[config.mk]
export PLATFORM = sky130hd
export DESIGN_NAME = l2_arbiter
export DESIGN_NICKNAME = d
export VERILOG_FILES = /design/src/l2_pkg.sv /design/src/l2_arbiter.sv
export SDC_FILE = /design/constraint.sdc
export NUM_CORES = 1
export LEC_CHECK = 0
export BUFFER_PORTS_ARGS = -buffer_cell sky130_fd_sc_hd__buf_2
export CAP_MARGIN = 10
export CORE_AREA = 2 2 120 122
export DETAILED_ROUTE_END_ITERATION = 12
export DIE_AREA = 0 0 122 124
export GPL_TIMING_DRIVEN = 0
export PLACE_DENSITY = 0.68
export SLEW_MARGIN = 20
export SYNTH_ARGS = -nofsm -noshare
export SYNTH_HDL_FRONTEND = slang
export SYNTH_SLANG_ARGS = --single-unit
[constraint.sdc]
create_clock -name clk -period 3.35 [get_ports clk]
set_clock_uncertainty 0.05 [all_clocks]
set_input_delay 0.335 -clock clk [delete_from_list [all_inputs] [get_ports clk]]
set_output_delay 0.335 -clock clk [all_outputs]
set_load 0.05 [all_outputs]
[src/l2_pkg.sv]
`default_nettype none

package l2_pkg;

    typedef logic [31:0] addr_t;
    typedef logic [31:0] word_t;
    typedef logic [3:0]  strb_t;

    // One L1 request as held in the request buffer
    typedef struct packed {
        addr_t addr;
        word_t wdata;
        strb_t wstrb;
        logic  wr;
    } l1_req_t;

    // Owner of the buffered request, also picks the allocation group
    typedef enum logic {
        SRC_I,
        SRC_D
    } req_src_t;

    typedef struct packed {
        logic  hit;
        logic  hit_way;
        logic  victim_way;
        logic  victim_dirty;
        addr_t victim_addr;
    } lookup_t;

    typedef enum logic [2:0] {
        ST_IDLE,
        ST_LOOKUP,
        ST_WB_REQ,
        ST_WB_REL,
        ST_FILL_REQ,
        ST_FILL_REL,
        ST_RESP
    } ctrl_state_t;

    // Byte-strobed merge of one word
    function automatic word_t merge_word(input word_t old_word, input word_t new_word,
                                         input strb_t strb);
        word_t result;
        result = old_word;
        for (int b = 0; b < 4; b++) begin
            if (strb[b]) begin
                result[b*8 +: 8] = new_word[b*8 +: 8];
            end
        end
        return result;
    endfunction

endpackage

`default_nettype wire

[src/l2_arbiter.sv]
`timescale 1ns/1ps
`default_nettype none

module l2_arbiter
    import l2_pkg::*;
(
    input  wire logic    clk,
    input  wire logic    rst_n,
    input  wire logic    i_req,
    input  wire l1_req_t i_cmd,
    input  wire logic    d_req,
    input  wire l1_req_t d_cmd,
    input  wire logic    done,
    input  wire word_t   done_rdata,
    output logic         i_ack,
    output logic         d_ack,
    output word_t        i_rdata,
    output word_t        d_rdata,
    output logic         cur_valid,
    output l1_req_t      cur_req,
    output req_src_t     cur_src
);

    typedef enum logic [1:0] {
        ARB_IDLE,
        ARB_BUSY,
        ARB_REL
    } arb_state_t;

    arb_state_t state;
    logic       winner_req;

    assign winner_req = (cur_src == SRC_D) ? d_req : i_req;

    always_ff @(posedge clk or negedge rst_n) begin
        if (!rst_n) begin
            state     <= ARB_IDLE;
            cur_valid <= 1'b0;
            cur_src   <= SRC_I;
            i_ack     <= 1'b0;
            d_ack     <= 1'b0;
        end else begin
            case (state)
                ARB_IDLE: begin
                    // Data cache first
                    if (d_req) begin
                        cur_src   <= SRC_D;
                        cur_valid <= 1'b1;
                        state     <= ARB_BUSY;
                    end else if (i_req) begin
                        cur_src   <= SRC_I;
                        cur_valid <= 1'b1;
                        state     <= ARB_BUSY;
                    end
                end
                ARB_BUSY: begin
                    if (done) begin
                        if (cur_src == SRC_D) begin
                            d_ack <= 1'b1;
                        end else begin
                            i_ack <= 1'b1;
                        end
                        state <= ARB_REL;
                    end
                end
                ARB_REL: begin
                    // Hold ack until the winner lets go
                    if (!winner_req) begin
                        i_ack     <= 1'b0;
                        d_ack     <= 1'b0;
                        cur_valid <= 1'b0;
                        state     <= ARB_IDLE;
                    end
                end
                default: state <= ARB_IDLE;
            endcase
        end
    end

    // Request buffer and returned words
    always_ff @(posedge clk) begin
        if (state == ARB_IDLE) begin
            if (d_req) begin
                cur_req <= d_cmd;
            end else if (i_req) begin
                cur_req    <= i_cmd;
                cur_req.wr <= 1'b0;
            end
        end
        if (done) begin
            if (cur_src == SRC_D) begin
                d_rdata <= done_rdata;
            end else begin
                i_rdata <= done_rdata;
            end
        end
    end

endmodule

`default_nettype wire

After elaboration in Yosys (flattened, before gate mapping)
Cells that the tools add are included.

operators by class
  equal/unequal tests = 7
  mux-type cells = 20
  bitwise gates (word level) = 1
  reductions and logical operators = 11

operator list
  cell                number
  $mux 69             2
  $mux 1              10
  $mux 2              4
  $ne 2x2->1 const B  4
  $reduce_and 4->1    2
  $pmux 1 s2          3
  $pmux 2 s3          1
  $reduce_and 2->1    3
  $reduce_and 3->1    2
  $reduce_bool 2->1   3
  $ne 3x3->1 const B  1
  $eq 2x1->1 const B  1
  $eq 2x2->1 const B  1
  $logic_not 2->1     1
  $not 1->1           1

word-level totals
  flip-flop bits (word level) = 139
  output and inout port bits = 137
  word-level logic and storage cells = 50

Depth between registers and ports, before layout
Gate-level depths: netlist (run 1).

  depth after elaboration = 3
  gate-level depth with buffers = 4
  gate-level depth less buffers = 3

Least setup slack after synthesis (run 1)
No wires, ideal clock.

  path type = reg2reg
  start = register state[0]
  end = register cur_req[0] in the netlist's numbering (enable)
  arrival = 2.296 ns
  required time = 2.868 ns
  setup slack = 0.572 ns
  stages on the path, launching flop included = 4
  buffers on the path = 1
  clock period less this slack = 2.778 ns
  cell sequence = dfrtp_1 > buf_2 > nor2_1 > o21a_1

on the way
  cells in the longest elaborated chain, start to end = 2

RTL lines
  element                     line              source
  start, declared             l2_arbiter.sv:30  arb_state_t state;
  start signal, assigned      l2_arbiter.sv:37  state <= ARB_IDLE;
  start signal, assigned      l2_arbiter.sv:49  state <= ARB_BUSY;
  start signal, assigned      l2_arbiter.sv:53  state <= ARB_BUSY;
  $logic_not 2->1             l2_arbiter.sv:82  if (state == ARB_IDLE) begin
  $reduce_and 2->1 (no line)  -
  end signal, assigned        l2_arbiter.sv:84  cur_req <= d_cmd;
  end signal, assigned        l2_arbiter.sv:86  cur_req <= i_cmd;
  end, declared               l2_arbiter.sv:20  output l1_req_t cur_req,

Every way passes these cells.
A chain may end at the register's enable or synchronous reset.

Final worst setup path (run 1)
  start = register state[0]
  end = register cur_req[53] in the netlist's numbering (enable)

Same word-level chain as after synthesis.

==> results.sh, run 1 <==
export IMPL_status="completed"
export IMPL_seqCellArea_um2=4140
export IMPL_syn_num_nets=415
export IMPL_drv_cap=0
export IMPL_p_leak_nw=3.23
export IMPL_start_util_pct=37.6
export IMPL_path_class="reg -> reg"
export IMPL_pre_cts_ws_ns=1.44
export IMPL_postCtsSetupBuffers=0
export IMPL_cts_sinks=139
export IMPL_setup_violations=0
export IMPL_boundaryPins=312
export IMPL_io_buffers=310
export IMPL_yosys_top_cells_count="edfxtp_1 (133), mux2_2 (68), buf_6 (7), dfrtp_1 (6)"
export IMPL_cp_start_kind="flop"
export IMPL_drive_above_1_share_pct=72.8
export IMPL_area_growth_pct=47.2
export IMPL_reg2regPathDepth=4
export IMPL_dpl_cell_area_um2=7000
export IMPL_reg2reg_setup_slack_ns=1.48
export IMPL_core_area_um2=13700
export IMPL_hold_violations=0
export IMPL_top_layer_used="met4"
export IMPL_ir_drop_mv=0.371
export IMPL_ctsResizeCount=0
export IMPL_synth_ff_type="edfxtp_1"
export IMPL_design_area_um2=7590
export IMPL_fillers=1137
export IMPL_wl_met2_mm=6.51
export IMPL_crit_path_end_kind="flop"
export IMPL_hold_end="i_rdata[2]"
export IMPL_min_period_ns=1.87
export IMPL_via_per_inst=4.57
export IMPL_wl_met1_mm=4.62
export IMPL_grt_max_degree=55
export IMPL_p_sw_mw=2.77
export IMPL_synth_top_cell_area_share_pct=77.5
export IMPL_ys_seq_elements=139
export IMPL_max_freq_ghz=0.534
export IMPL_clk_pin_slew_ns=0.06
export IMPL_cts_tree="done"
export IMPL_grt_pass1_wl_mm=17.7
export IMPL_slew_headroom_pct=50.9
export IMPL_place_inst=732
export IMPL_syn_instance_count=240
export IMPL_cts_max_level=4
export IMPL_p_int_mw=4.01
export IMPL_die_area_um2=15100
export IMPL_row_count=43
export IMPL_r2r_end="cur_req[53]"
export IMPL_worst_slack_ns=1.48
export IMPL_wl_met3_mm=1.36
export IMPL_synth_most_common_cell="edfxtp_1"
export IMPL_swShare_pct=40.8
export IMPL_synth_area_leaders="edfxtp_1 (77%), mux2_2 (15%), dfrtp_1 (2.9%)"
export IMPL_p_seq_share_pct=38.2
export IMPL_rr_startpoint="state[0]"
export IMPL_rsz0062_at_grt="no"
export IMPL_grt_pass1_vias=3390
export IMPL_wl_per_cell_um=16.5
export IMPL_die_w_um=122
export IMPL_cp_data_arrival_time_ns=1.91
export IMPL_cts_made_buffers=17
export IMPL_overflow=0
export IMPL_hp_class="in -> reg"
export IMPL_fin_util_pct=55.3
export IMPL_hold_depth=1
export IMPL_synth_area_um2=5160
export IMPL_first_pass_iters=4
export IMPL_drtIter0Drc=206
export IMPL_seq_area_frac_synth_pct=80.4
export IMPL_ys_types=22
export IMPL_syn_area_per_cell_um2=21.5
export IMPL_wirelength_mm=12.7
export IMPL_p_comb_share_pct=35.1
export IMPL_yosys_warnings=0
export IMPL_n_antenna_cell=0
export IMPL_hold_ws_ns=0.0587
export IMPL_drv_slew=0
export IMPL_drc=0
export IMPL_insertion_delay_ns=0.41
export IMPL_vias=3497
export IMPL_min_delay_start="done_rdata[2]"
export IMPL_crit_fanout=54
export IMPL_yosysTopAreaCell="edfxtp_1"
export IMPL_total_power_mw=6.78
export IMPL_synth_edf_count=133
export IMPL_worst_pin_slew_ns=0.737
export IMPL_pwr_density_cell_nw_per_um2=893
export IMPL_synth_async_sr_flop_share_pct=4.32
export IMPL_clockPowerShare_pct=26.7
export IMPL_multi_input_area_um2=940
export IMPL_fin_crit_sh_pct=55.9
export IMPL_dp_final_hpwl_mm=9.68
export IMPL_fin_tns_setup_ns=0
export IMPL_grt_usage_pct=16.2
export IMPL_place_gp_congestion=0.745
export IMPL_antenna_left=0
export IMPL_die_h_um=124
export IMPL_clockBufferDepth=2
export IMPL_nets=747
export IMPL_final_cells=765
export IMPL_clockRootBuffer="clkbuf_16"
export IMPL_antenna_found_initial=0
export IMPL_crit_required_ns=3.39
[state kept, by name, summed over array words and instances (netlist names)]
name / flops
cur_req: 69
d_rdata: 32
i_rdata: 32
state: 2
cur_src: 1
cur_valid: 1
d_ack: 1
i_ack: 1
[layout make-up]
class                           instances  share of cell area [%]
Tap cell                              180                    2.97
Clock inverter                         15                    2.01
Sequential cell                       139                    54.6
Multi-Input combinational cell         92                    12.4
Clock buffer                           17                    5.60
Timing Repair Buffer                  313                    21.3
Buffer                                  9                    1.17
[cell usage in the layout, fill, tap and decap left out, types with 2 or more instances in the layout]
cell and n:
nor2_1 2, inv_6 6, buf_2 312, edfxtp_1 133
clkbuf_16 17, buf_6 7, mux2_2 68, o21ai_1 2
buf_16 2, nand2_1 2, clkinvlp_4 3, dfrtp_1 6
inv_8 3, nor3_1 2, o21ai_0 2, a21oi_1 2
[layer usage]
metal  vias to the layer above  track usage (%)
li1                       1625                -
met1                      1649             18.1
met2                       212             27.3
met3                        11             6.68
met4                         0             7.18
met5                         -                0
[worst max-delay path, stage by stage, from the launching register on]
cell and delay, ns:
dfrtp_1 0.36, buf_2 0.17, nor2_1 0.24, o21a_4 0.38
buf_16 0.29
[worst max path at each step]
stage          depth (start not counted)      from          end
6_report                               4  state[0]  cur_req[53]
5_1_grt                                4  state[0]  cur_req[53]
4_1_cts                                4  state[0]  cur_req[53]
3_5_place_dp                           5     d_req  cur_req[68]
3_3_place_gp                           4     d_req  cur_req[45]
2_1_floorplan                          3  state[0]   cur_req[0]
[repair_timing]
item / 4_1_cts / 5_1_grt
endpoints found under the setup margin: 0 / 0
endpoints found under the hold margin: 6 / 0
hold buffers: 1 / 0
[power groups by stage]
stage                     Clock, mW  Combinational, mW  Sequential (mW)
after floorplan                   0              0.358             4.01
after global placement            0               2.31             2.65
after detailed placement          0               2.41             2.62
after CTS                      1.86               2.41             2.59
after global routing           1.94               2.50             2.63
final                          1.81               2.38             2.59
[cells by family (layout without fill, tap and decap cells)]
group	count (synthesis)	count (layout)	synth area share (%)
DFF	139	139	80.4
AOI/OAI and AO/OA	11	11	1.43
and+or+nand+nor	12	12	1.33
buffers and inverters	9	354	1.72
muxes	69	69	15.1
Power figures use the tool's default switching activity.
==> inputs of run 2 (changes only) <==
clock period = 1.76 ns   (was 3.35 ns; I/O delays follow)
==> run 2 against run 1 <==
Sequential power up 91%. Power is 88% higher. Routed wire length increased by 7.4%. Largest cell class unchanged. Highest routed layer unchanged.
==> results.sh, run 2 (synthesized netlist as in run 1, its figures left out) <==
export IMPL_slew_headroom_pct=71.2
export IMPL_slowest_delay_ns=0.46
export IMPL_drv_cap=0
export IMPL_place_gp_congestion=0.770
export IMPL_fin_tns_setup_ns=0
export IMPL_clockBufferDepth=2
export IMPL_regMostFlops="cur_req"
export IMPL_cts_sinks=139
export IMPL_rr_startpoint="state[0]"
export IMPL_clk_pin_slew_ns=0.06
export IMPL_rsz0062_at_grt="no"
export IMPL_clockRootBuffer="clkbuf_16"
export IMPL_min_delay_start="d_cmd[63]"
export IMPL_grt_usage_pct=17.0
export IMPL_pwr_density_cell_nw_per_um2=1610
export IMPL_status="completed"
export IMPL_vias=3592
export IMPL_grt_pass1_vias=3623
export IMPL_grt_busiest_layer="met2"
export IMPL_crit_fanout=17
export IMPL_max_freq_ghz=0.621
export IMPL_layout_commonest_cell="buf_2"
export IMPL_core_area_um2=13700
export IMPL_wl_per_cell_um=17.0
export IMPL_area_growth_pct=52.9
export IMPL_seqCellArea_um2=4140
export IMPL_overflow=0
export IMPL_die_area_um2=15100
export IMPL_grt_pass1_wl_mm=18.8
export IMPL_antenna_left=0
export IMPL_row_count=43
export IMPL_gr_usage_met2_pct=30.3
export IMPL_hp_class="in -> reg"
export IMPL_cts_made_buffers=17
export IMPL_slowest_stage="o21a_2"
export IMPL_hold_end="cur_req[63]"
export IMPL_insertion_delay_ns=0.40
export IMPL_n_antenna_cell=0
export IMPL_ir_drop_mv=0.640
export IMPL_layout_common_cells="buf_2 (312), edfxtp_1 (133), mux2_2 (68), dlygate4sd3_1 (33), clkbuf_16 (17)"
export IMPL_cp_cell_sequence="buf_2 -> nor2_4 -> o21a_2"
export IMPL_start_util_pct=37.6
export IMPL_crit_path_end_kind="flop"
export IMPL_total_power_mw=12.7
export IMPL_hold_depth=2
export IMPL_die_h_um=124
export IMPL_nets=781
export IMPL_drc=0
export IMPL_cp_start_kind="flop"
export IMPL_hold_violations=0
export IMPL_multi_input_area_um2=987
export IMPL_cts_tree="done"
export IMPL_grt_max_degree=35
export IMPL_first_pass_iters=4
export IMPL_boundaryPins=312
export IMPL_top_regs="cur_req (69), d_rdata (32), i_rdata (32)"
export IMPL_hold_ws_ns=0.0190
export IMPL_path_class="reg -> reg"
export IMPL_postCtsSetupBuffers=0
export IMPL_dp_final_hpwl_mm=9.68
export IMPL_use_met3_pct=6.18
export IMPL_fillers=1094
export IMPL_cp_data_arrival_time_ns=1.62
export IMPL_min_period_ns=1.61
export IMPL_drv_slew=0
export IMPL_worst_pin_slew_ns=0.432
export IMPL_via_per_inst=4.50
export IMPL_fin_crit_sh_pct=91.6
export IMPL_setup_violations=0
export IMPL_p_leak_nw=3.32
export IMPL_wirelength_mm=13.6
export IMPL_drive_above_1_share_pct=68.8
export IMPL_largest_reg_flops=69
export IMPL_antenna_found_initial=0
export IMPL_die_w_um=122
export IMPL_reg2reg_setup_slack_ns=0.15
export IMPL_met1_usage_pct=18.7
export IMPL_r2r_end="cur_req[40]"
export IMPL_reg2regPathDepth=3
export IMPL_drtIter0Drc=174
export IMPL_io_buffers=310
export IMPL_crit_required_ns=1.77
export IMPL_cts_max_level=4
[run 2: worst max-delay path: cells and delay by family (launching register included)]
family | cells | cell delay (ns)
compound gates | 1 | 0.46
flops | 1 | 0.35
simple gates | 1 | 0.23
buf+inv | 1 | 0.17
[run 2: routing by layer]
layer	vias up	part of all wire, %
met5	-	0
met4	0	1.3
met3	15	9.3
met2	199	51
met1	1687	38
li1	1691	-
[run 2: where the power goes]
part	switching (mW)	internal [mW]	leakage, nW	total [mW]
clock	1.35	1.79	0.240	3.14
sequential	0.264	4.68	1.32	4.94
combinational	3.62	1.01	1.76	4.62
total	5.23	7.48	3.32	12.7
[run 2: per-stage QoR]
| stage | cell area [um2] | setup slack, ns | std cells | utilization [%] |
|---|---|---|---|---|
| 4_1_cts | 7870 | 0.0167 | 798 | 57.3 |
| 2_1_floorplan | 5170 | -0.266 | 240 | - |
| 5_1_grt | 7880 | 0.0407 | 799 | 57.4 |
| 6_report | 7880 | 0.149 | 799 | 57.4 |
| 3_3_place_gp | 6940 | -0.438 | 730 | 50.6 |
| 3_5_place_dp | 6980 | -0.320 | 731 | 50.9 |
[run 2: repair_timing]
action | in CTS | in global routing
hold endpoints to repair | 70 | 0
endpoints found under the setup margin | 69 | 66
gates cloned | 2 | 1
hold buffers | 33 | 0
resized for setup | 3 | 2
[run 2: worst max path at each step]
stage | from | endpoint | slack [ns] | depth (start not counted)
final | state[0] | cur_req[40] | 0.15 | 3
after floorplan | cur_src | i_rdata[0] | -0.27 | 1
after detailed placement | state[0] | cur_req[26] | -0.32 | 3
after global placement | cur_src | i_rdata[26] | -0.44 | 1
after CTS | cur_src | d_rdata[9] | 0.02 | 1
after global routing | state[0] | cur_req[40] | 0.04 | 3
[run 2: layout make-up]
cell class	instances	area share, %
Multi-Input combinational cell	95	12.5
Timing Repair Buffer	344	24.2
Clock buffer	18	5.45
Tap cell	180	2.86
Sequential cell	139	52.6
Buffer	9	1.13
Clock inverter	14	1.24
